$ cat src/obj_pkg.sv
// sprite layer definitions
package obj_pkg;

    // sprite table geometry
    localparam int OBJ_N      = 64;
    localparam int OBJ_WORDS  = 4;
    localparam int OBJ_IDX_W  = $clog2(OBJ_N);
    localparam int WORD_SEL_W = $clog2(OBJ_WORDS);
    // word address of the object ram, entry index then word
    localparam int RAM_AW     = 8;
    localparam int OBJ_SIZE   = 16;
    localparam int SUB_W      = $clog2(OBJ_SIZE);

    // graphics rom word address is code, row, half
    localparam int ROM_AW     = 17;
    localparam int CODE_W     = 12;

    // pixel fields
    localparam int PAL_W      = 5;
    localparam int PEN_W      = 4;
    localparam int PRIO_W     = 2;
    localparam int LINE_W     = 9;
    // line buffer entry is shadow, priority, palette, pen
    localparam int LB_W       = 12;

    // words of one table entry
    localparam logic [WORD_SEL_W-1:0] WORD_Y    = 2'd0;
    localparam logic [WORD_SEL_W-1:0] WORD_X    = 2'd1;
    localparam logic [WORD_SEL_W-1:0] WORD_CODE = 2'd2;
    localparam logic [WORD_SEL_W-1:0] WORD_ATTR = 2'd3;

    // bit positions inside the y and attribute words
    localparam int Y_ENA         = 15;
    localparam int ATTR_HFLIP    = 8;
    localparam int ATTR_SHD      = 9;
    localparam int ATTR_PRIO_LSB = 10;

    // scanner states
    localparam logic [2:0] SC_IDLE = 3'd0;
    localparam logic [2:0] SC_Y    = 3'd1;
    localparam logic [2:0] SC_YCHK = 3'd2;
    localparam logic [2:0] SC_X    = 3'd3;
    localparam logic [2:0] SC_CODE = 3'd4;
    localparam logic [2:0] SC_ATTR = 3'd5;
    localparam logic [2:0] SC_DRAW = 3'd6;

    // draw engine states
    localparam logic [1:0] DR_IDLE  = 2'd0;
    localparam logic [1:0] DR_ROM   = 2'd1;
    localparam logic [1:0] DR_GAP   = 2'd2;
    localparam logic [1:0] DR_WRITE = 2'd3;

endpackage

$ cat src/obj_draw_if.sv
// sprite draw request
`timescale 1ns/1ps
interface obj_draw_if;
    import obj_pkg::*;

    // one clock strobe, fields valid with it
    logic              draw;
    // high from the clock after draw until the last pixel
    logic              busy;
    logic [CODE_W-1:0] code;
    logic [LINE_W-1:0] xpos;
    // row inside the sprite
    logic [SUB_W-1:0]  ysub;
    logic              hflip;
    logic [PAL_W-1:0]  pal;
    logic [PRIO_W-1:0] prio;
    logic              shd;

    // scanner side
    modport scan (output draw, code, xpos, ysub, hflip, pal, prio, shd, input busy);
    // draw engine side
    modport engine (input draw, code, xpos, ysub, hflip, pal, prio, shd, output busy);

endinterface

$ cat src/obj_scan.sv
// sprite table scanner
`timescale 1ns/1ps
module obj_scan (
    input  logic                       clk,
    input  logic                       rst_n,
    input  logic                       hs,
    input  logic [obj_pkg::LINE_W-1:0] vdump,
    // control register
    input  logic                       reg_we,
    input  logic [15:0]                reg_din,
    // object ram
    output logic [obj_pkg::RAM_AW-1:0] scan_addr,
    input  logic [15:0]                scan_data,
    obj_draw_if.scan                   dr
);
    import obj_pkg::*;

    logic [15:0]           ctrl;
    logic                  hs_l;
    logic                  start;
    logic [2:0]            st;
    logic [OBJ_IDX_W-1:0]  idx;
    logic                  last;
    logic [WORD_SEL_W-1:0] wsel;
    logic [LINE_W-1:0]     vline;
    logic [LINE_W-1:0]     ydiff;
    logic                  hit;

    assign start     = hs && !hs_l;
    assign last      = &idx;
    assign scan_addr = {idx, wsel};

    // signed offset in ctrl[15:8] moves every sprite
    assign ydiff = vline - (scan_data[LINE_W-1:0] + {ctrl[15], ctrl[15:8]});
    assign hit   = scan_data[Y_ENA] && (ydiff < LINE_W'(OBJ_SIZE));

    // address one word ahead of the data coming back
    always_comb begin
        case (st)
            SC_YCHK: wsel = WORD_X;
            SC_X:    wsel = WORD_CODE;
            SC_CODE: wsel = WORD_ATTR;
            default: wsel = WORD_Y;
        endcase
    end

    always_ff @(posedge clk or negedge rst_n) begin
        if (!rst_n) begin
            ctrl    <= '0;
            hs_l    <= 1'b0;
            st      <= SC_IDLE;
            idx     <= '0;
            dr.draw <= 1'b0;
        end else begin
            hs_l    <= hs;
            dr.draw <= 1'b0;
            if (reg_we) begin
                ctrl <= reg_din;
            end
            if (start) begin
                // new line, walk from entry 0 if enabled
                idx <= '0;
                st  <= ctrl[0] ? SC_Y : SC_IDLE;
            end else begin
                case (st)
                    SC_Y:    st <= SC_YCHK;
                    SC_YCHK: begin
                        // skip disabled or off-line entries
                        if (hit) begin
                            st <= SC_X;
                        end else begin
                            st  <= last ? SC_IDLE : SC_Y;
                            idx <= idx + 1'b1;
                        end
                    end
                    SC_X:    st <= SC_CODE;
                    SC_CODE: st <= SC_ATTR;
                    SC_ATTR: st <= SC_DRAW;
                    SC_DRAW: begin
                        // wait for the engine
                        if (!dr.busy) begin
                            dr.draw <= ctrl[0];
                            st      <= last ? SC_IDLE : SC_Y;
                            idx     <= idx + 1'b1;
                        end
                    end
                    default: st <= SC_IDLE;
                endcase
            end
        end
    end

    // request fields, captured as the words arrive
    always_ff @(posedge clk) begin
        if (start) begin
            vline <= vdump + 1'b1;
        end
        case (st)
            SC_YCHK: dr.ysub <= ydiff[SUB_W-1:0];
            SC_X:    dr.xpos <= scan_data[LINE_W-1:0];
            SC_CODE: dr.code <= scan_data[CODE_W-1:0];
            SC_ATTR: begin
                dr.pal   <= scan_data[PAL_W-1:0];
                dr.hflip <= scan_data[ATTR_HFLIP];
                dr.shd   <= scan_data[ATTR_SHD];
                dr.prio  <= scan_data[ATTR_PRIO_LSB +: PRIO_W];
            end
            default: ;
        endcase
    end

endmodule

$ cat src/flat_wrapper.sv
// flat-port wrapper written by rule: the top's interface ports become plain ports
module obj_scan_flat import obj_pkg::*;
  (clk, rst_n, hs, vdump, reg_we, reg_din, scan_addr, scan_data, dr_draw, dr_code, dr_xpos, dr_ysub, dr_hflip, dr_pal, dr_prio, dr_shd, dr_busy);
  obj_draw_if dr_i ();
  input  logic clk;
  input  logic rst_n;
  input  logic hs;
  input  logic [obj_pkg::LINE_W-1:0] vdump;
  input  logic reg_we;
  input  logic [15:0] reg_din;
  output logic [obj_pkg::RAM_AW-1:0] scan_addr;
  input  logic [15:0] scan_data;
  output wire logic [$bits(dr_i.draw)-1:0] dr_draw;
  output wire logic [$bits(dr_i.code)-1:0] dr_code;
  output wire logic [$bits(dr_i.xpos)-1:0] dr_xpos;
  output wire logic [$bits(dr_i.ysub)-1:0] dr_ysub;
  output wire logic [$bits(dr_i.hflip)-1:0] dr_hflip;
  output wire logic [$bits(dr_i.pal)-1:0] dr_pal;
  output wire logic [$bits(dr_i.prio)-1:0] dr_prio;
  output wire logic [$bits(dr_i.shd)-1:0] dr_shd;
  input wire logic [$bits(dr_i.busy)-1:0] dr_busy;
  assign dr_draw = dr_i.draw;
  assign dr_code = dr_i.code;
  assign dr_xpos = dr_i.xpos;
  assign dr_ysub = dr_i.ysub;
  assign dr_hflip = dr_i.hflip;
  assign dr_pal = dr_i.pal;
  assign dr_prio = dr_i.prio;
  assign dr_shd = dr_i.shd;
  assign dr_i.busy = dr_busy;
  obj_scan u_core (.clk(clk), .rst_n(rst_n), .hs(hs), .vdump(vdump), .reg_we(reg_we), .reg_din(reg_din), .scan_addr(scan_addr), .scan_data(scan_data), .dr(dr_i));
endmodule
$ cat config.mk
export PLATFORM = sky130hd
export DESIGN_NAME = obj_scan_flat
export DESIGN_NICKNAME = d
export VERILOG_FILES = /design/src/obj_pkg.sv /design/src/obj_draw_if.sv /design/src/obj_scan.sv /design/src/flat_wrapper.sv
export SDC_FILE = /design/constraint.sdc
export NUM_CORES = 1
export LEC_CHECK = 0
export BUFFER_PORTS_ARGS = -buffer_cell sky130_fd_sc_hd__buf_2
export CAP_MARGIN = 20
export CORE_UTILIZATION = 47
export DETAILED_ROUTE_END_ITERATION = 7
export PLACE_DENSITY = 0.75
export SLEW_MARGIN = 20
export SYNTH_ARGS = -nofsm -noshare
export SYNTH_HDL_FRONTEND = slang
export SYNTH_SLANG_ARGS = --single-unit
$ cat constraint.sdc
create_clock -name clk -period 2.8 [get_ports clk]
set_input_delay 0 -clock clk [delete_from_list [all_inputs] [get_ports clk]]
set_output_delay 0 -clock clk [all_outputs]
set_load 0.01 [all_outputs]
# Word level (Yosys, flattened, before mapping)
# Cells that the tools add are included.
# totals
regBits	70
inputBits	46
out_inout_bits	43
elab_cells	46
# op_classes
addsub	4
order_cmp	1
eq_ne	8
n_mux	14
n_reduce_logical	6
# ops
operator	count
6-bit 2-to-1 mux	3
3-bit one-hot mux with 6 select lines	1
6-bit one-hot mux with 2 select lines	1
9-bit by 1-bit adder with 9-bit output (second input constant)	1
9-bit adder	1
3-bit equality test (second input constant)	3
9-bit by 5-bit less-than comparator with 1-bit output (second input constant)	1
3-bit 2-to-1 mux	3
9-bit subtractor	1
6-bit by 1-bit adder with 6-bit output (second input constant)	1
3-bit by 2-bit equality test with 1-bit output (second input constant)	2
3-bit by 2-bit inequality test with 1-bit output (second input constant)	2
2-bit one-hot mux with 3 select lines	1
6-bit AND reduction	1
1-bit 2-to-1 mux	5
3-bit by 1-bit equality test with 1-bit output (second input constant)	1
3-bit AND reduction	1
3-bit nonzero test	1
1-bit logical AND	2
1-bit logical NOT	1

# Longest topological paths before layout
# logic_depth
word_depth	7
ltp_mapped	12
mapped_depth_nobuf	11

# Worst setup path after synthesis
# OpenSTA, ideal clock, no wires.
# synth_path
kind	register -> register
from	register u_core.vline[2]
to	register u_core.st[0]
setup_time_ps	73
arrival_time_ps	2741
t_required_ps	2727
slack_ps	-14
path_stages_with_launch	11
path_buffers	1
path_cell_list	edfxtp_1 fa_1 ha_1 nor2b_4 o2111ai_2 a21oi_1 or4_4 nor4_4 buf_6 o32ai_2 a21oi_2
# synth_between
elab_chain_cells	6
# synth_lines
element	line_no	rtl
start, declared	obj_scan.sv:25	logic [LINE_W-1:0] vline;
start signal, assigned	obj_scan.sv:96	vline <= vdump + 1'b1;
9-bit subtractor	obj_scan.sv:34	assign ydiff = vline - (scan_data[LINE_W-1:0] + {ctrl[15], ctrl[15:8]});
9-bit by 5-bit less-than comparator with 1-bit output	obj_scan.sv:35	assign hit = scan_data[Y_ENA] && (ydiff < LINE_W'(OBJ_SIZE));
1-bit logical AND	obj_scan.sv:35	
3-bit 2-to-1 mux	obj_scan.sv:69	if (hit) begin
3-bit one-hot mux with 6 select lines	obj_scan.sv:65	case (st)
3-bit 2-to-1 mux	obj_scan.sv:60	if (start) begin
end signal, assigned	obj_scan.sv:63	st <= ctrl[0] ? SC_Y : SC_IDLE;
end signal, assigned	obj_scan.sv:72	st <= last ? SC_IDLE : SC_Y;
end signal, assigned	obj_scan.sv:83	st <= last ? SC_IDLE : SC_Y;
end, declared	obj_scan.sv:21	logic [2:0] st;
# No other way between the ends.
# A chain may end at the register's enable or synchronous reset.

# Worst setup path after layout
# layout_path
from	register u_core.vline[0]
to	register u_core.idx[4]
# layout_between
elab_chain_cells	5
# layout_lines
element	line_no	rtl
9-bit subtractor	obj_scan.sv:34	
9-bit by 5-bit less-than comparator with 1-bit output	obj_scan.sv:35	
1-bit logical AND	obj_scan.sv:35	
3-bit by 2-bit inequality test with 1-bit output (no line)	n/a	
3-bit AND reduction (no line)	n/a	
end signal, assigned	obj_scan.sv:73	idx <= idx + 1'b1;
end signal, assigned	obj_scan.sv:84	idx <= idx + 1'b1;
end, declared	obj_scan.sv:22	logic [OBJ_IDX_W-1:0] idx;
# No other way between the ends.

==> impl_metrics.py <==
metrics = {
    "synthesis": {
        "synth_flop_cell": "edfxtp_1",
        "synth_edf_count": 43,
        "muxShareOfSynthArea": 0.00739,
        "yosys.area_share.simple": 0.116,
        "ys_warn_count": 0,
        "synth_xor_area_frac": 0.0431,
        "yosysTopAreaCellShare": 0.424,
        "synth_nets": 308,
        "synth_compound_area_frac": 0.102,
        "synth_area_per_cell_um2": 12.6,
        "synth_seq_area_share": 0.588,
        "synth_fa_ha_area_frac": 0.102,
        "ys_ff_latch": 63,
        "syn_inst": 242,
        "synth_top_family_by_area": "simple AND/OR/NAND/NOR gates",
        "synth_cell_types": 48,
        "synth_top_area_cell": "edfxtp_1",
        "yosys-top-cells-area": "edfxtp_1 (42%), dfrtp_1 (16%), fa_1 (5.3%)",
        "async_reset_ff_frac": 0.317,
        "synth_area_mm2": 0.00305,
    },
    "worst_setup_path": {
        "path_class": "reg -> reg",
        "required_ns": 3.05,
        "path_max_fanout": 7,
        "crit_path_end_kind": "flip-flop",
        "arrival_ns": 3.13,
        "cp-start-kind": "flip-flop",
    },
    "cts": {
        "h-tree-depth": 3,
        "clk_latency_ns": 0.34,
        "cts_tree": "done",
        "root_buffer": "clkbuf_8",
        "clock-sinks": 63,
        "cts_made_buffers": 9,
        "clk_path_buf_depth": 2,
        "cts.clk_slew.worst_paths_ns": 0.07,
    },
    "timing": {
        "timing.final.crit_share": 1.03,
        "slew_violations": 0,
        "worst_pin_slew_ns": 0.593,
        "fin_setup_tns_ns": -0.534,
        "rsz0062_at_grt": "yes",
        "setup_ws_ns": -0.0744,
        "slew_headroom": 0.604,
        "setup_viol": 8,
        "min_period_ns": 2.87,
        "max_freq_mhz": 348,
        "hold_violations": 0,
        "skew_ns": 0.0102,
    },
    "global_routing": {
        "grt_pass1_wl_mm": 11.2,
        "grt_usage": 0.234,
        "grt_max_degree": 21,
        "grt_pass1_vias": 2300,
        "antenna_found_initial": 0,
        "grt-ovfl-total": 0,
    },
    "floorplan": {
        "start_util": 0.500,
        "core-area_mm2": 0.00610,
        "die_y_um": 82.5,
        "die-area_mm2": 0.00681,
        "num_io_pins": 89,
        "fp.dieW_um": 82.5,
        "std_cell_rows": 28,
    },
    "cells_and_area": {
        "num-fill-cells": 476,
        "drive_above_1_share": 0.386,
        "mostFrequentLayoutCell": "buf_2",
        "register_area_mm2": 0.00179,
        "multiInputGateArea_mm2": 0.00126,
        "final_cell_mix": "buf_2 (78), edfxtp_1 (43), dlygate4sd3_1 (29)",
        "antenna_cells": 0,
        "stdcell_count": 451,
        "syn2layout_area_growth_pct": 38.1,
        "fin_nets": 437,
    },
    "run_status": {
        "status": "finished, violations left",
        "violations": "negative setup slack",
    },
    "routing": {
        "post_drt_wl_per_cell_um": 15.7,
        "vias": 2362,
        "vias_per_cell": 5.24,
        "post-route-drc-count": 0,
        "drt_iter0_drc": 80,
        "antenna_left": 0,
        "dr.pass1.iters": 5,
        "wl_mm": 7.10,
    },
    "placement": {
        "dp.cells": 403,
        "hpwlAfterDp_mm": 4.91,
        "gp_routability_congestion": 0.903,
        "io_buffers": 78,
    },
    "flow_run": {
        "cap_viol_max_count": 0,
    },
    "min_path": {
        "hp-class": "in -> reg",
    },
    "power": {
        "vdd_drop_max_uv": 347,
        "p_leak_uw": 0.00180,
        "power_density_mw_per_mm2": 665,
    },
}
-- flip-flops by register name (all words and copies together) (netlist names) --
name and cells:
u_core.dr.xpos 9, u_core.dr.prio 2, u_core.idx 6, u_core.dr.ysub 4, u_core.dr.draw 1, u_core.dr.hflip 1, u_core.vline 9, u_core.dr.code 12
u_core.dr.pal 5, u_core.st 3, u_core.hs_l 1, u_core.ctrl 9, u_core.dr.shd 1
-- per-layer routing --
metal / vias up / GRT usage / part of all wire
met3: 13 / 0.0484 / 0.055
met4: 0 / 0.0966 / 0.018
li1: 1115 / - / -
met5: - / 0 / 0
met2: 98 / 0.403 / 0.50
met1: 1136 / 0.285 / 0.42
-- what timing repair did --
action,4_1_cts,5_1_grt
buffers inserted,0,2
gates resized for setup,10,14
hold buffers,29,0
endpoints found under the setup margin,8,8
endpoints found under the hold margin,66,0
pin swaps,4,5
cloned,1,0
-- power by group --
part           leakage (uW)  total, uW  internal, uW  switching [uW]
combinational       0.00107        899           420             480
clock             0.0000801        676           318             358
sequential         0.000649       1220          1140            80.6
total               0.00180       2800          1880             918
-- through the flow --
| step | setup WS, ns | total power [uW] | util | hold WS [ns] | instance area [um^2] |
|---|---|---|---|---|---|
| 5_1_grt | -0.224 | 2950 | 0.690 | 0.00239 | 4210 |
| 3_5_place_dp | -0.149 | 2010 | 0.594 | -0.0188 | 3620 |
| 2_1_floorplan | -0.00293 | 1730 | - | -0.296 | 3070 |
| 6_report | -0.0744 | 2800 | 0.690 | 0.00317 | 4210 |
| 4_1_cts | -0.0549 | 2730 | 0.676 | 0.000492 | 4120 |
| 3_3_place_gp | -0.0892 | 1990 | 0.594 | -0.0182 | 3620 |
-- synth_stat cells, drive strengths merged, types with 4 or more instances --
master  count
xor2        5
inv        26
nor3        6
nand3       4
o21ai      17
ha         12
nand2      17
nor2       12
xnor2      10
a21oi      14
fa          8
dfrtp      20
edfxtp     43
or3         5
-- worst max-delay path, stage by stage (launching register included) --
cell and delay [ns]:
edfxtp_1 0.45, fa_2 0.59, inv_1 0.05, ha_1 0.16, o21ai_0 0.26, a21oi_1 0.12
nor2_1 0.18, xnor2_2 0.16, nor4_4 0.08, buf_4 0.16, or3_2 0.44, a21oi_1 0.14
-- final cells by class --
type | instances | share of cell area
Sequential cell | 63 | 0.426
Multi-Input combinational cell | 148 | 0.299
Timing Repair Buffer | 122 | 0.189
Clock buffer | 10 | 0.0303
Inverter | 27 | 0.0241
Tap cell | 75 | 0.0223
Clock inverter | 6 | 0.00892
-- worst paths after layout --
kind	slack (ns)	to	startpoint	cells past startpoint
worst max-delay path	-0.07	u_core.idx[4]	u_core.vline[0]	11
min in group asynchronous	0.13	u_core.idx[5]	rst_n	2
worst max register to register	-0.07	u_core.idx[4]	u_core.vline[0]	11
worst min-delay path	0.003	u_core.vline[4]	vdump[4]	2
max in group asynchronous	2.33	u_core.ctrl[10]	rst_n	2
worst min register to register	0.54	u_core.dr.draw	u_core.ctrl[0]	2
-- cells by family after synthesis --
| group | after synthesis |
|---|---|
| multiplexers | 2 |
| AND/OR/NAND/NOR | 63 |
| AO/OA/AOI/OAI | 48 |
| buffers and inverters | 31 |
| flip-flops | 63 |
| adder cells (fa/ha/maj) | 20 |
| XOR/XNOR | 15 |
(Power assumes the default switching activity.)
