`config.mk`:
```
export PLATFORM = sky130hd
export DESIGN_NAME = obj_draw_flat
export DESIGN_NICKNAME = d
export VERILOG_FILES = /design/src/obj_pkg.sv /design/src/obj_draw_if.sv /design/src/obj_draw.sv /design/src/flat_wrapper.sv
export SDC_FILE = /design/constraint.sdc
export NUM_CORES = 1
export LEC_CHECK = 0
export BUFFER_PORTS_ARGS = -buffer_cell sky130_fd_sc_hd__buf_2
export CAP_MARGIN = 20
export CORE_MARGIN = 2
export CORE_UTILIZATION = 50
export DETAILED_ROUTE_END_ITERATION = 10
export PLACE_DENSITY_LB_ADDON = 0.1
export SYNTH_ARGS = -nofsm -noshare
export SYNTH_HDL_FRONTEND = slang
export SYNTH_SLANG_ARGS = --single-unit
```
`constraint.sdc`:
```
create_clock -name clk -period 2.8 [get_ports clk]
set_input_delay 0.56 -clock clk [delete_from_list [all_inputs] [get_ports clk]]
set_output_delay 0.56 -clock clk [all_outputs]
set_load 0.005 [all_outputs]
```
`src/obj_pkg.sv`:
```
// sprite layer definitions
package obj_pkg;

    // sprite table geometry
    localparam int OBJ_N      = 64;
    localparam int OBJ_WORDS  = 4;
    localparam int OBJ_IDX_W  = $clog2(OBJ_N);
    localparam int WORD_SEL_W = $clog2(OBJ_WORDS);
    // word address of the object ram, entry index then word
    localparam int RAM_AW     = 8;
    localparam int OBJ_SIZE   = 16;
    localparam int SUB_W      = $clog2(OBJ_SIZE);

    // graphics rom word address is code, row, half
    localparam int ROM_AW     = 17;
    localparam int CODE_W     = 12;

    // pixel fields
    localparam int PAL_W      = 5;
    localparam int PEN_W      = 4;
    localparam int PRIO_W     = 2;
    localparam int LINE_W     = 9;
    // line buffer entry is shadow, priority, palette, pen
    localparam int LB_W       = 12;

    // words of one table entry
    localparam logic [WORD_SEL_W-1:0] WORD_Y    = 2'd0;
    localparam logic [WORD_SEL_W-1:0] WORD_X    = 2'd1;
    localparam logic [WORD_SEL_W-1:0] WORD_CODE = 2'd2;
    localparam logic [WORD_SEL_W-1:0] WORD_ATTR = 2'd3;

    // bit positions inside the y and attribute words
    localparam int Y_ENA         = 15;
    localparam int ATTR_HFLIP    = 8;
    localparam int ATTR_SHD      = 9;
    localparam int ATTR_PRIO_LSB = 10;

    // scanner states
    localparam logic [2:0] SC_IDLE = 3'd0;
    localparam logic [2:0] SC_Y    = 3'd1;
    localparam logic [2:0] SC_YCHK = 3'd2;
    localparam logic [2:0] SC_X    = 3'd3;
    localparam logic [2:0] SC_CODE = 3'd4;
    localparam logic [2:0] SC_ATTR = 3'd5;
    localparam logic [2:0] SC_DRAW = 3'd6;

    // draw engine states
    localparam logic [1:0] DR_IDLE  = 2'd0;
    localparam logic [1:0] DR_ROM   = 2'd1;
    localparam logic [1:0] DR_GAP   = 2'd2;
    localparam logic [1:0] DR_WRITE = 2'd3;

endpackage

```
`src/obj_draw_if.sv`:
```
// sprite draw request
`timescale 1ns/1ps
interface obj_draw_if;
    import obj_pkg::*;

    // one clock strobe, fields valid with it
    logic              draw;
    // high from the clock after draw until the last pixel
    logic              busy;
    logic [CODE_W-1:0] code;
    logic [LINE_W-1:0] xpos;
    // row inside the sprite
    logic [SUB_W-1:0]  ysub;
    logic              hflip;
    logic [PAL_W-1:0]  pal;
    logic [PRIO_W-1:0] prio;
    logic              shd;

    // scanner side
    modport scan (output draw, code, xpos, ysub, hflip, pal, prio, shd, input busy);
    // draw engine side
    modport engine (input draw, code, xpos, ysub, hflip, pal, prio, shd, output busy);

endinterface

```
`src/obj_draw.sv`:
```
// sprite row draw engine
`timescale 1ns/1ps
module obj_draw (
    input  logic                       clk,
    input  logic                       rst_n,
    obj_draw_if.engine                 dr,
    // graphics rom
    output logic [obj_pkg::ROM_AW-1:0] rom_addr,
    output logic                       rom_cs,
    input  logic                       rom_ok,
    input  logic [31:0]                rom_data,
    // line buffer write side
    output logic                       lb_we,
    output logic [obj_pkg::LINE_W-1:0] lb_addr,
    output logic [obj_pkg::LB_W-1:0]   lb_data
);
    import obj_pkg::*;

    logic [1:0]                 st;
    logic                       half;
    logic [SUB_W-1:0]           cnt;
    logic [CODE_W-1:0]          code_r;
    logic [SUB_W-1:0]           ysub_r;
    logic [LINE_W-1:0]          xpos_r;
    logic [PAL_W-1:0]           pal_r;
    logic [PRIO_W-1:0]          prio_r;
    logic                       shd_r;
    logic                       hflip_r;
    logic [31:0]                row_lo;
    logic [OBJ_SIZE*PEN_W-1:0]  row;
    logic [OBJ_SIZE*PEN_W-1:0]  row_rev;
    logic [OBJ_SIZE*PEN_W-1:0]  pix;

    assign dr.busy  = st != DR_IDLE;
    // held until the rom answers
    assign rom_cs   = st == DR_ROM;
    assign rom_addr = {code_r, ysub_r, half};

    // left half in the low word, low nibble leftmost
    assign row = {rom_data, row_lo};
    always_comb begin
        for (int i = 0; i < OBJ_SIZE; i++) begin
            row_rev[PEN_W*i +: PEN_W] = row[PEN_W*(OBJ_SIZE-1-i) +: PEN_W];
        end
    end

    always_ff @(posedge clk or negedge rst_n) begin
        if (!rst_n) begin
            st   <= DR_IDLE;
            half <= 1'b0;
            cnt  <= '0;
        end else begin
            case (st)
                DR_IDLE: if (dr.draw) begin
                    st   <= DR_ROM;
                    half <= 1'b0;
                end
                DR_ROM: if (rom_ok) begin
                    // cs drops for a clock between halves
                    st   <= half ? DR_WRITE : DR_GAP;
                    half <= 1'b1;
                    cnt  <= '0;
                end
                DR_GAP: st <= DR_ROM;
                default: begin
                    cnt <= cnt + 1'b1;
                    if (&cnt) begin
                        st <= DR_IDLE;
                    end
                end
            endcase
        end
    end

    always_ff @(posedge clk) begin
        if (st == DR_IDLE && dr.draw) begin
            code_r  <= dr.code;
            ysub_r  <= dr.ysub;
            xpos_r  <= dr.xpos;
            pal_r   <= dr.pal;
            prio_r  <= dr.prio;
            shd_r   <= dr.shd;
            hflip_r <= dr.hflip;
        end
        if (rom_cs && rom_ok) begin
            if (!half) begin
                row_lo <= rom_data;
            end else begin
                pix <= hflip_r ? row_rev : row;
            end
        end
        // one pixel out per write clock
        if (st == DR_WRITE) begin
            pix <= pix >> PEN_W;
        end
    end

    // pen 0 is transparent, never written
    assign lb_we   = (st == DR_WRITE) && (pix[PEN_W-1:0] != '0);
    assign lb_addr = xpos_r + LINE_W'(cnt);
    assign lb_data = {shd_r, prio_r, pal_r, pix[PEN_W-1:0]};

endmodule

```
`src/flat_wrapper.sv`:
```
// flat-port wrapper written by rule: the top's interface ports become plain ports
module obj_draw_flat import obj_pkg::*;
  (clk, rst_n, rom_addr, rom_cs, rom_ok, rom_data, lb_we, lb_addr, lb_data, dr_draw, dr_code, dr_xpos, dr_ysub, dr_hflip, dr_pal, dr_prio, dr_shd, dr_busy);
  obj_draw_if dr_i ();
  input  logic clk;
  input  logic rst_n;
  output logic [obj_pkg::ROM_AW-1:0] rom_addr;
  output logic rom_cs;
  input  logic rom_ok;
  input  logic [31:0] rom_data;
  output logic lb_we;
  output logic [obj_pkg::LINE_W-1:0] lb_addr;
  output logic [obj_pkg::LB_W-1:0] lb_data;
  input wire logic [$bits(dr_i.draw)-1:0] dr_draw;
  input wire logic [$bits(dr_i.code)-1:0] dr_code;
  input wire logic [$bits(dr_i.xpos)-1:0] dr_xpos;
  input wire logic [$bits(dr_i.ysub)-1:0] dr_ysub;
  input wire logic [$bits(dr_i.hflip)-1:0] dr_hflip;
  input wire logic [$bits(dr_i.pal)-1:0] dr_pal;
  input wire logic [$bits(dr_i.prio)-1:0] dr_prio;
  input wire logic [$bits(dr_i.shd)-1:0] dr_shd;
  output wire logic [$bits(dr_i.busy)-1:0] dr_busy;
  assign dr_i.draw = dr_draw;
  assign dr_i.code = dr_code;
  assign dr_i.xpos = dr_xpos;
  assign dr_i.ysub = dr_ysub;
  assign dr_i.hflip = dr_hflip;
  assign dr_i.pal = dr_pal;
  assign dr_i.prio = dr_prio;
  assign dr_i.shd = dr_shd;
  assign dr_busy = dr_i.busy;
  obj_draw u_core (.clk(clk), .rst_n(rst_n), .dr(dr_i), .rom_addr(rom_addr), .rom_cs(rom_cs), .rom_ok(rom_ok), .rom_data(rom_data), .lb_we(lb_we), .lb_addr(lb_addr), .lb_data(lb_data));
endmodule
```
# --- Yosys cells after proc, flatten, opt, wreduce, memory -nomap -nowiden ---
# Cells that the tools add are included.
word_totals:
  ff_bits: 137
  input_bits: 70
  elab_cells: 54
op_classes:
  n_addsub: 2
  eq_ne: 5
  muxes: 14
  bitwise: 2
  n_reduce_logical: 18
ops:
  columns: ["operator", "count"]
  rows:
  - ["two-way mux 60 bit", 3]
  - ["two-way mux 64 bit", 1]
  - ["adder 9 x 4 -> 9 bit", 1]
  - ["one-hot mux 4 bit (2 select lines)", 1]
  - ["AND reduction 2 bit", 4]
  - ["nonzero test 2 bit", 4]
  - ["nonzero test 4 bit", 2]
  - ["two-way mux 2 bit", 3]
  - ["one-hot mux 2 bit (3 select lines)", 1]
  - ["AND reduction 3 bit", 2]
  - ["adder 4 x 1 -> 4 bit (second input constant)", 1]
  - ["equality test 2 bit (second input constant)", 2]
  - ["two-way mux 4 bit", 1]
  - ["!= test 2 bit (second input constant)", 2]
  - ["AND reduction 4 bit", 1]
  - ["logical AND 1 bit", 3]
  - ["two-way mux 1 bit", 3]
  - ["equality test 2 x 1 -> 1 bit (second input constant)", 1]
  - ["logical NOT 2 bit", 1]
  - ["inverter 1 bit", 2]
  - ["one-hot mux 1 bit (2 select lines)", 1]
  - ["OR reduction 2 bit", 1]

# --- Depth between registers and ports, before layout ---
# Gate-level depths: netlist (run 1).
depth:
  depth_word: 4
  mapped_depth: 7
  depth_no_buf: 5

# --- Least setup slack after synthesis (run 1) ---
# No wires, ideal clock.
synth_path:
  path_type: "reg2reg"
  startpoint: "register u_core.st[1]"
  endpoint: "register u_core.code_r[0], enable pin"
  setup_time_ns: 0.425
  arrival_time_ns: 2.280
  t_required_ns: 2.375
  slack_ns: 0.095
  path_stages_with_launch: 4
  path_buffers: 1
  path_cell_list: "dfrtp_1 > buf_2 > or2_2 > nor2_1"
synth_via:
  elab_chain_cells: 2
synth_lines:
  columns: ["item", "line", "source"]
  rows:
  - ["start, declared", "obj_draw.sv:19", "logic [1:0] st;"]
  - ["start signal, assigned", "obj_draw.sv:60", "st <= half ? DR_WRITE : DR_GAP;"]
  - ["logical NOT 2 bit", "obj_draw.sv:76", "if (st == DR_IDLE && dr.draw) begin"]
  - ["logical AND 1 bit", "obj_draw.sv:76", null]
  - ["end signal, assigned", "obj_draw.sv:77", "code_r <= dr.code;"]
  - ["end, declared", "obj_draw.sv:22", "logic [CODE_W-1:0] code_r;"]
# No other way between the ends.
# A chain may end at the register's enable or synchronous reset.

# --- Worst setup path after layout (run 1) ---
layout_path:
  startpoint: "register u_core.cnt[2]"
  endpoint: "output lb_addr[5] (netlist bit)"
layout_via:
  elab_chain_cells: 1
layout_lines:
  columns: ["item", "line", "source"]
  rows:
  - ["start, declared", "obj_draw.sv:21", "logic [SUB_W-1:0] cnt;"]
  - ["start signal, assigned", "obj_draw.sv:66", "cnt <= cnt + 1'b1;"]
  - ["adder 9 x 4 -> 9 bit", "obj_draw.sv:100", "assign lb_addr = xpos_r + LINE_W'(cnt);"]
  - ["end, declared", "flat_wrapper.sv:12", "output logic [obj_pkg::LINE_W-1:0] lb_addr;"]
# No other way between the ends.

==> results.json, run 1 <==
{
  "pre_cts_ws_ns": 0.607,
  "ratio_of_cells_with_drive_above_1_in_the_final_layout": 0.280,
  "rr_worst_depth": 3,
  "maxCapViolations": 0,
  "postSynthRegisterBits": 137,
  "antenna_found_initial": 0,
  "run_status": "complete, but fails checks",
  "coreArea_sq_um": 11500,
  "tritoncts": "done",
  "grtUsageTotal": 0.176,
  "cp_num_buf_inv": 1,
  "ant_nets_after_route": 0,
  "num_rows": 39,
  "cts-root-to-sink-buffers": 2,
  "num_io_pins": 111,
  "fin_skew_ns": 0.00670,
  "hold-path-endpoint": "u_core.xpos_r[7]",
  "worstReg2RegEnd": "u_core.pix[18]",
  "period_share": 0.939,
  "cp-start-kind": "register",
  "startpoint_of_the_worst_register_to_register_path": "u_core.st[1]",
  "place_hpwl_microns": 6930,
  "postSynth.asyncResetShare": 0.0511,
  "synth_sequential_area_ratio": 0.682,
  "worstMarginPinSlew_ns": 0.802,
  "total_grt_overflow": 0,
  "area_growth_pct": 21.2,
  "timing.critical_path.cells": "ha_1 > and3_2 > a221o_2 > xor2_1 > buf_2",
  "first_pass_grt_wire_length_microns": 17000,
  "cts_hold_buffers": 1,
  "nNetsFinal": 607,
  "cts.sinks": 137,
  "avgViaCountPerCell": 5.23,
  "ys_top_cells_by_count": "edfxtp_1, nand2_1, mux2i_1",
  "clock_latency_ns": 0.41,
  "ys_top_cells_by_area": "edfxtp_1, mux2i_1, nand2_1",
  "remaining_drc_errors": 5,
  "floorplan.die_area_sq_um": 12700,
  "hold_viol_final": 0,
  "yosysTopAreaCell": "edfxtp_1",
  "cp_data_required_time_ns": 2.24,
  "setup_ws_ns": 0.172,
  "leakagePower_nw": 2.99,
  "synth_most_common_cell": "edfxtp_1",
  "clock_buffer_count_from_cts": 17,
  "syn_area_per_cell_sq_um": 14.0,
  "timing.critical_path.to_type": "output port",
  "grt_start_max_net_pins": 126,
  "ys_warn_count": 0,
  "worst_hold_startpoint": "dr_xpos[7]",
  "finalSetupViolations": 0,
  "dr.pass1.iters": 7,
  "timing.setup.critical_path_class": "reg -> out",
  "postLayoutCoreUtil": 0.624,
  "irDropWorstVdd_uv": 630,
  "postCtsSetupRepairBufs": 0,
  "synth_enable_flop_cells": 126,
  "period_minus_slack_ns": 2.63,
  "timing.critical_path.slowest_stage_cell": "dfrtp_1",
  "netlist_instances": 423,
  "globalplace.congestion": 0.804,
  "drt_iter0_markers": 255,
  "signal_arrival_time_at_the_worst_endpoint_ns": 2.07,
  "synthesis.area_sq_um": 5930,
  "crit_family": "flip-flops",
  "synth.net_count": 499,
  "max_slew_margin": 0.465,
  "vias": 3582,
  "ctsRootBufferMaster": "clkbuf_16",
  "setup_repair_after_global_routing_missed_its_margin": "no",
  "first_global_vias": 3462,
  "clock_tree.htree_level_count": 4,
  "critPathMaxFanout": 5,
  "clk_pin_slew_worst_paths_ns": 0.06,
  "synth_largest_type_area_fraction": 0.639,
  "setup-tns-final_ns": 0,
  "synth_cell_type_count": 36,
  "holdCritPathClass": "in -> reg",
  "hold-path-cell-count": 1,
  "die_height_microns": 113,
  "num-fill-cells": 876,
  "wl_per_cell_microns": 15.6,
  "powerDensity_nw_per_um2": 994,
  "synthFlopType": "edfxtp_1",
  "max_clock_freq_ghz": 0.380,
  "initial_core_utilization": 0.515,
  "finalHoldWorstSlack_ns": 0.319,
  "diodes": 0,
  "violations": "design-rule violations",
  "post_cts_resized": 0,
  "totalWireLength_microns": 10700,
  "ff2ff_setup_slack_ns": 0.82,
  "die-width_microns": 113,
  "buffer_ports.inserted": 110,
  "timing.final.max_slew_violations": 0,
  "cpPeakStageDelay_ns": 0.44
}
layer usage:
layer,vias to the layer above,share of wire,routed length [microns],track usage
li1,1786,-,-,-
met1,1685,0.48,5160,0.244
met2,92,0.45,4830,0.257
met3,19,0.046,489,0.0557
met4,0,0.019,204,0.0797
met5,-,0,0,0
power by group:
| part | switching [mW] | internal [mW] |
|---|---|---|
| combinational | 0.962 | 0.624 |
| clock | 0.778 | 1.56 |
| sequential | 0.195 | 3.02 |
final cells by class:
cell class | instances | area [sq um] | area share
Clock buffer | 20 | 437 | 0.0608
Clock inverter | 10 | 176 | 0.0246
Inverter | 2 | 7.51 | 0.00104
Multi-Input combinational cell | 254 | 1660 | 0.231
Sequential cell | 137 | 4040 | 0.562
Tap cell | 143 | 179 | 0.0249
Timing Repair Buffer | 119 | 683 | 0.0951
through the flow:
step           power (mW)  std cells  instance area (sq um)
2_1_floorplan        4.45        423                   5930
4_1_cts              7.22        685                   7180
5_1_grt              7.55        685                   7180
3_3_place_gp         4.80        654                   6560
6_report             7.14        685                   7180
3_5_place_dp         4.83        654                   6560
registers in the layout, indices dropped and copies added, names as in the netlist:
register	count
u_core.row_lo	32
u_core.code_r	12
u_core.hflip_r	1
u_core.xpos_r	9
u_core.ysub_r	4
u_core.cnt	4
u_core.half	1
u_core.prio_r	2
u_core.st	2
u_core.shd_r	1
u_core.pal_r	5
u_core.pix	64
how the worst max path moves through the flow:
stage                              from               end  slack [ns]  cells after the start
after floorplan            u_core.st[1]  u_core.code_r[0]        0.09                      3
after global placement    u_core.cnt[2]        lb_addr[5]        0.63                      5
after detailed placement  u_core.cnt[2]        lb_addr[5]        0.61                      5
after CTS                 u_core.cnt[2]        lb_addr[5]        0.16                      5
after global routing      u_core.cnt[2]        lb_addr[5]        0.08                      5
final                     u_core.cnt[2]        lb_addr[5]        0.17                      5
cell families after synthesis:
logic type      Yosys count  share of synthesized area
simple gates             92                     0.0663
flops                   137                      0.682
compound gates           85                     0.0805
xor+xnor                  5                    0.00739
fa+ha+maj                 6                     0.0139
mux                      66                      0.112
buf+inv                  32                     0.0386
placed cells by master (no fill, tap or decap), types with 3 or more instances in the layout:
cell type  count
bufinv_16      5
nand3_1        3
clkbuf_16     17
o21ai_1       41
ha_1           5
nor2_1         5
buf_4          3
dfrtp_1        7
dfxtp_1        4
xor2_1         5
mux2i_1       65
a22o_1         3
buf_2        110
o21ai_0       24
nand2_1       68
nor2b_1        4
clkbuf_1       3
a211oi_1       6
edfxtp_1     126
a21oi_1        4
buf_12         5
Note: power is estimated with default switching activity, not from simulation.
==> run 2: changes to the inputs <==
Settings changed: CELL_PAD_IN_SITES_DETAIL_PLACEMENT from default to 0, CELL_PAD_IN_SITES_GLOBAL_PLACEMENT from default to 2, CORE_UTILIZATION 50 to 34, PLACE_DENSITY_LB_ADDON 0.1 to 0.05.
==> results.json, run 2 (synthesis results as in run 1) <==
{
  "antenna_found_initial": 1,
  "clock_tree.htree_level_count": 4,
  "timing.critical_path.cells": "ha_1 > and3_2 > a221o_2 > xor2_1 > buf_2",
  "hold-path-cell-count": 1,
  "clock_power_share": 0.306,
  "startpoint_of_the_worst_register_to_register_path": "u_core.st[1]",
  "finalSetupViolations": 0,
  "max_slew_margin": 0.674,
  "die_height_microns": 136,
  "drt_iter0_markers": 186,
  "num_io_pins": 111,
  "timing.critical_path.slowest_stage_cell": "dfrtp_1",
  "worstMarginPinSlew_ns": 0.489,
  "grtUsageTotal": 0.140,
  "comb_power_share": 0.226,
  "worst_hold_startpoint": "dr_code[5]",
  "rr_worst_depth": 3,
  "netSwitchingPower_mw": 2.07,
  "design_power_total_mw": 6.91,
  "nNetsFinal": 605,
  "tritoncts": "done",
  "coreArea_sq_um": 17200,
  "max_clock_freq_ghz": 0.381,
  "setup_repair_after_global_routing_missed_its_margin": "no",
  "setup-tns-final_ns": 0,
  "timing.critical_path.to_type": "output port",
  "power_frac_seq": 0.468,
  "signal_arrival_time_at_the_worst_endpoint_ns": 2.06,
  "maxCapViolations": 0,
  "run_status": "complete, no violations",
  "power_switching_share": 0.300,
  "period_share": 0.937,
  "hold-path-endpoint": "u_core.code_r[5]",
  "number_of_flip_flops_in_the_largest_register": 64,
  "timing.setup.critical_path_class": "reg -> out",
  "powerDensity_nw_per_um2": 962,
  "first_pass_grt_wire_length_microns": 19300,
  "vias": 3481,
  "area_growth_pct": 21.1,
  "ant_nets_after_route": 0,
  "largestRegisters": "u_core.pix: 64 flops, u_core.row_lo: 32 flops, u_core.code_r: 12 flops",
  "cpPeakStageDelay_ns": 0.44,
  "cts-root-to-sink-buffers": 2,
  "post_dp_cell_area_sq_um": 6610,
  "ff2ff_setup_slack_ns": 0.87,
  "totalWireLength_microns": 12200,
  "post_cts_resized": 0,
  "wl_per_cell_microns": 15.9,
  "instances_no_fill": 768,
  "period_minus_slack_ns": 2.62,
  "buffer_ports.inserted": 110,
  "avgViaCountPerCell": 4.53,
  "ratio_of_cells_with_drive_above_1_in_the_final_layout": 0.286,
  "design_area_sq_um": 7180,
  "timing.final.max_slew_violations": 0,
  "ctsRootBufferMaster": "clkbuf_16",
  "total_grt_overflow": 0,
  "irDropWorstVdd_uv": 418,
  "placed_cells": 734,
  "hold_viol_final": 0,
  "cp_data_required_time_ns": 2.24,
  "place_hpwl_microns": 7730,
  "initial_core_utilization": 0.345,
  "fin_skew_ns": 0.0107,
  "dr.pass1.iters": 4,
  "worstReg2RegEnd": "u_core.pix[16]",
  "critPathMaxFanout": 5,
  "remaining_drc_errors": 0,
  "clk_pin_slew_worst_paths_ns": 0.06,
  "final_common_cell": "edfxtp_1",
  "setup_ws_ns": 0.176,
  "first_global_vias": 3552,
  "cts.sinks": 137,
  "die-width_microns": 136,
  "clock_buffer_count_from_cts": 17,
  "grt_start_max_net_pins": 99,
  "pre_cts_ws_ns": 0.616,
  "layout.cells.most_common_list": "edfxtp_1, buf_2, nand2_1, mux2i_1, o21ai_1",
  "num-fill-cells": 1703,
  "globalplace.congestion": 0.779,
  "floorplan.die_area_sq_um": 18500,
  "p_int_mw": 4.83,
  "clock_latency_ns": 0.42,
  "top_register": "u_core.pix",
  "leakagePower_nw": 2.92,
  "num_rows": 48,
  "holdCritPathClass": "in -> reg",
  "cp-start-kind": "register"
}
## run 2: per-layer routing
| layer | track usage | up-vias | share of wire |
|---|---|---|---|
| li1 | - | 1785 | - |
| met1 | 0.192 | 1604 | 0.48 |
| met2 | 0.209 | 79 | 0.46 |
| met4 | 0.0561 | 0 | 0.016 |
| met5 | 0 | - | 0 |
| met3 | 0.0421 | 13 | 0.044 |
## run 2: power groups by stage
stage,Clock (mW),Combinational (mW),Sequential [mW]
detailed placement,0,1.59,3.26
finish,2.11,1.56,3.23
global placement,0,1.59,3.26
CTS,2.18,1.60,3.24
global route,2.27,1.80,3.29
floorplan,0,1.25,3.20
## run 2: layout make-up
cell class	count	area, sq um	share of cell area
multi-input cells	254	1660	0.232
repair buffers	117	631	0.0879
well taps	225	282	0.0392
flip-flops and latches	137	4040	0.563
clock inverters	14	125	0.0174
clock buffers	18	429	0.0598
diodes	1	2.50	0.000349
inverters	2	7.51	0.00105
## run 2: worst max path at each step
stage                             start               end  slack (ns)  cells past startpoint
after floorplan            u_core.st[1]  u_core.code_r[0]        0.09                      3
after global placement    u_core.cnt[2]        lb_addr[5]        0.61                      5
after detailed placement  u_core.cnt[2]        lb_addr[5]        0.62                      5
after CTS                 u_core.cnt[2]        lb_addr[5]        0.15                      5
after global routing      u_core.cnt[0]        lb_addr[8]        0.06                      6
final                     u_core.cnt[2]        lb_addr[5]        0.18                      5
## run 2: per-stage QoR
stage / hold slack (ns) / util
2_1_floorplan: 0.264 / -
3_3_place_gp: 0.407 / 0.385
3_5_place_dp: 0.410 / 0.385
4_1_cts: 0.296 / 0.418
5_1_grt: 0.287 / 0.418
6_report: 0.320 / 0.418
## run 2: worst max-delay path: cells and delay by family (launching register included)
family / cells / cell delay, ns
AOI/OAI and AO/OA: 1 / 0.36
xor gates and xnor gates: 1 / 0.14
adders and majority gates: 1 / 0.36
buffers and inverters: 1 / 0.13
DFF: 1 / 0.44
and+or+nand+nor: 1 / 0.22
## run 2: what timing repair did
action,4_1_cts,5_1_grt
setup buffers,0,0
hold buffers,1,0
hold endpoints to repair,7,0
==> run 3: changes to the inputs <==
Settings changed: CTS_BUF_LIST from default to sky130_fd_sc_hd__clkbuf_8 sky130_fd_sc_hd__clkbuf_16, MAX_ROUTING_LAYER from default to met4.
==> results.json, run 3 (synthesis results as in run 1) <==
{
  "critPathMaxFanout": 5,
  "timing.critical_path.slowest_stage_cell": "dfrtp_1",
  "cpPeakStageDelay_ns": 0.44,
  "hold-path-cell-count": 1,
  "rr_worst_depth": 3,
  "vias": 3476,
  "avgViaCountPerCell": 4.53,
  "buffer_ports.inserted": 110,
  "multi_input_logic_area_sq_um": 1660,
  "wl_per_cell_microns": 15.9,
  "ant_nets_after_route": 0,
  "hold_viol_final": 0,
  "dr.pass1.iters": 4,
  "drt_iter0_markers": 201,
  "cp-start-kind": "register",
  "cts.sinks": 137,
  "first_pass_grt_wire_length_microns": 19300,
  "irDropWorstVdd_uv": 418,
  "instances_no_fill": 768,
  "coreArea_sq_um": 17200,
  "globalplace.congestion": 0.790,
  "holdCritPathClass": "in -> reg",
  "post_cts_resized": 0,
  "place_hpwl_microns": 7730,
  "die-width_microns": 136,
  "grtUsageTotal": 0.144,
  "num_io_pins": 111,
  "num-fill-cells": 1703,
  "crit_family": "flip-flops",
  "leakagePower_nw": 2.93,
  "tritoncts": "done",
  "area_growth_pct": 21.1,
  "cts_hold_buffers": 1,
  "floorplan.die_area_sq_um": 18500,
  "number_of_flip_flops_in_the_largest_register": 64,
  "first_global_vias": 3542,
  "setup_repair_after_global_routing_missed_its_margin": "no",
  "largestRegisters": "u_core.pix: 64 flops, u_core.row_lo: 32 flops, u_core.code_r: 12 flops",
  "timing.critical_path.to_type": "output port",
  "setup-tns-final_ns": 0,
  "fin_skew_ns": 0.0165,
  "cts-root-to-sink-buffers": 2,
  "placed_cells": 734,
  "total_grt_overflow": 0,
  "totalWireLength_microns": 12200,
  "period_minus_slack_ns": 2.62,
  "ratio_of_cells_with_drive_above_1_in_the_final_layout": 0.286,
  "max_clock_freq_ghz": 0.381,
  "layout.cells.most_common_list": "edfxtp_1, buf_2, nand2_1, mux2i_1, o21ai_1",
  "grt_start_max_net_pins": 99,
  "powerDensity_nw_per_um2": 963,
  "worstMarginPinSlew_ns": 0.486,
  "postCtsSetupRepairBufs": 0,
  "final-seq-area_sq_um": 4040,
  "cp_num_buf_inv": 1,
  "cp_data_required_time_ns": 2.24,
  "clock_tree.htree_level_count": 4,
  "cp_num_cells": 5,
  "ctsRootBufferMaster": "clkbuf_16",
  "top_register": "u_core.pix",
  "max_slew_margin": 0.676,
  "timing.final.max_slew_violations": 0,
  "timing.setup.critical_path_class": "reg -> out",
  "timing.critical_path.cells": "ha_1 > and3_2 > a221o_2 > xor2_1 > buf_2",
  "run_status": "complete, no violations",
  "postLayoutCoreUtil": 0.418,
  "clk_pin_slew_worst_paths_ns": 0.06,
  "period_share": 0.937,
  "num_rows": 48,
  "nNetsFinal": 605,
  "initial_core_utilization": 0.345,
  "remaining_drc_errors": 0,
  "clock_latency_ns": 0.42,
  "finalSetupViolations": 0,
  "signal_arrival_time_at_the_worst_endpoint_ns": 2.06,
  "final_common_cell": "edfxtp_1",
  "die_height_microns": 136,
  "maxCapViolations": 0,
  "antenna_found_initial": 1,
  "clock_buffer_count_from_cts": 17
}
run 3: power breakdown:
part / total (mW) / switching [mW] / internal, mW
clock network: 2.11 / 0.893 / 1.22
logic: 1.56 / 0.979 / 0.586
registers: 3.23 / 0.208 / 3.02
run 3: worst paths after layout:
path | from | endpoint | slack [ns]
min reg2reg | u_core.pix[63] | u_core.pix[63] | 0.52
max in group asynchronous | rst_n | u_core.cnt[3] | 2.13
max reg2reg | u_core.st[1] | u_core.pix[16] | 0.87
min | dr_code[5] | u_core.code_r[5] | 0.32
min in group asynchronous | rst_n | u_core.cnt[0] | 0.51
max | u_core.cnt[2] | lb_addr[5] | 0.18
run 3: final cells by class:
type                       count  share of cell area
clock buffer                  17              0.0593
clock inverter                15              0.0180
multi-input combinational    254               0.232
inverter                       2             0.00105
antenna                        1            0.000349
tap                          225              0.0392
timing repair buffer         117              0.0879
sequential                   137               0.563
run 3: per-layer routing:
metal | GRT usage | up-vias | wire [microns]
met4 | 0.0561 | 0 | 208
met3 | 0.0406 | 15 | 524
li1 | - | 1784 | -
met5 | - | - | 0
met1 | 0.193 | 1602 | 5930
met2 | 0.208 | 75 | 5560
run 3: worst reg2reg max path: stages, from the launching register on:
cell and delay (ns):
dfrtp_1 0.50, and4b_1 0.52, or2_2 0.19, buf_4 0.36
run 3: through the flow:
stage	hold WS (ns)	area, sq um	setup WS (ns)	total power [mW]
2_1_floorplan	0.264	5930	0.0945	4.45
3_3_place_gp	0.407	6610	0.612	4.84
3_5_place_dp	0.410	6610	0.616	4.85
4_1_cts	0.296	7180	0.148	7.02
5_1_grt	0.287	7180	0.0568	7.36
6_report	0.322	7180	0.177	6.91
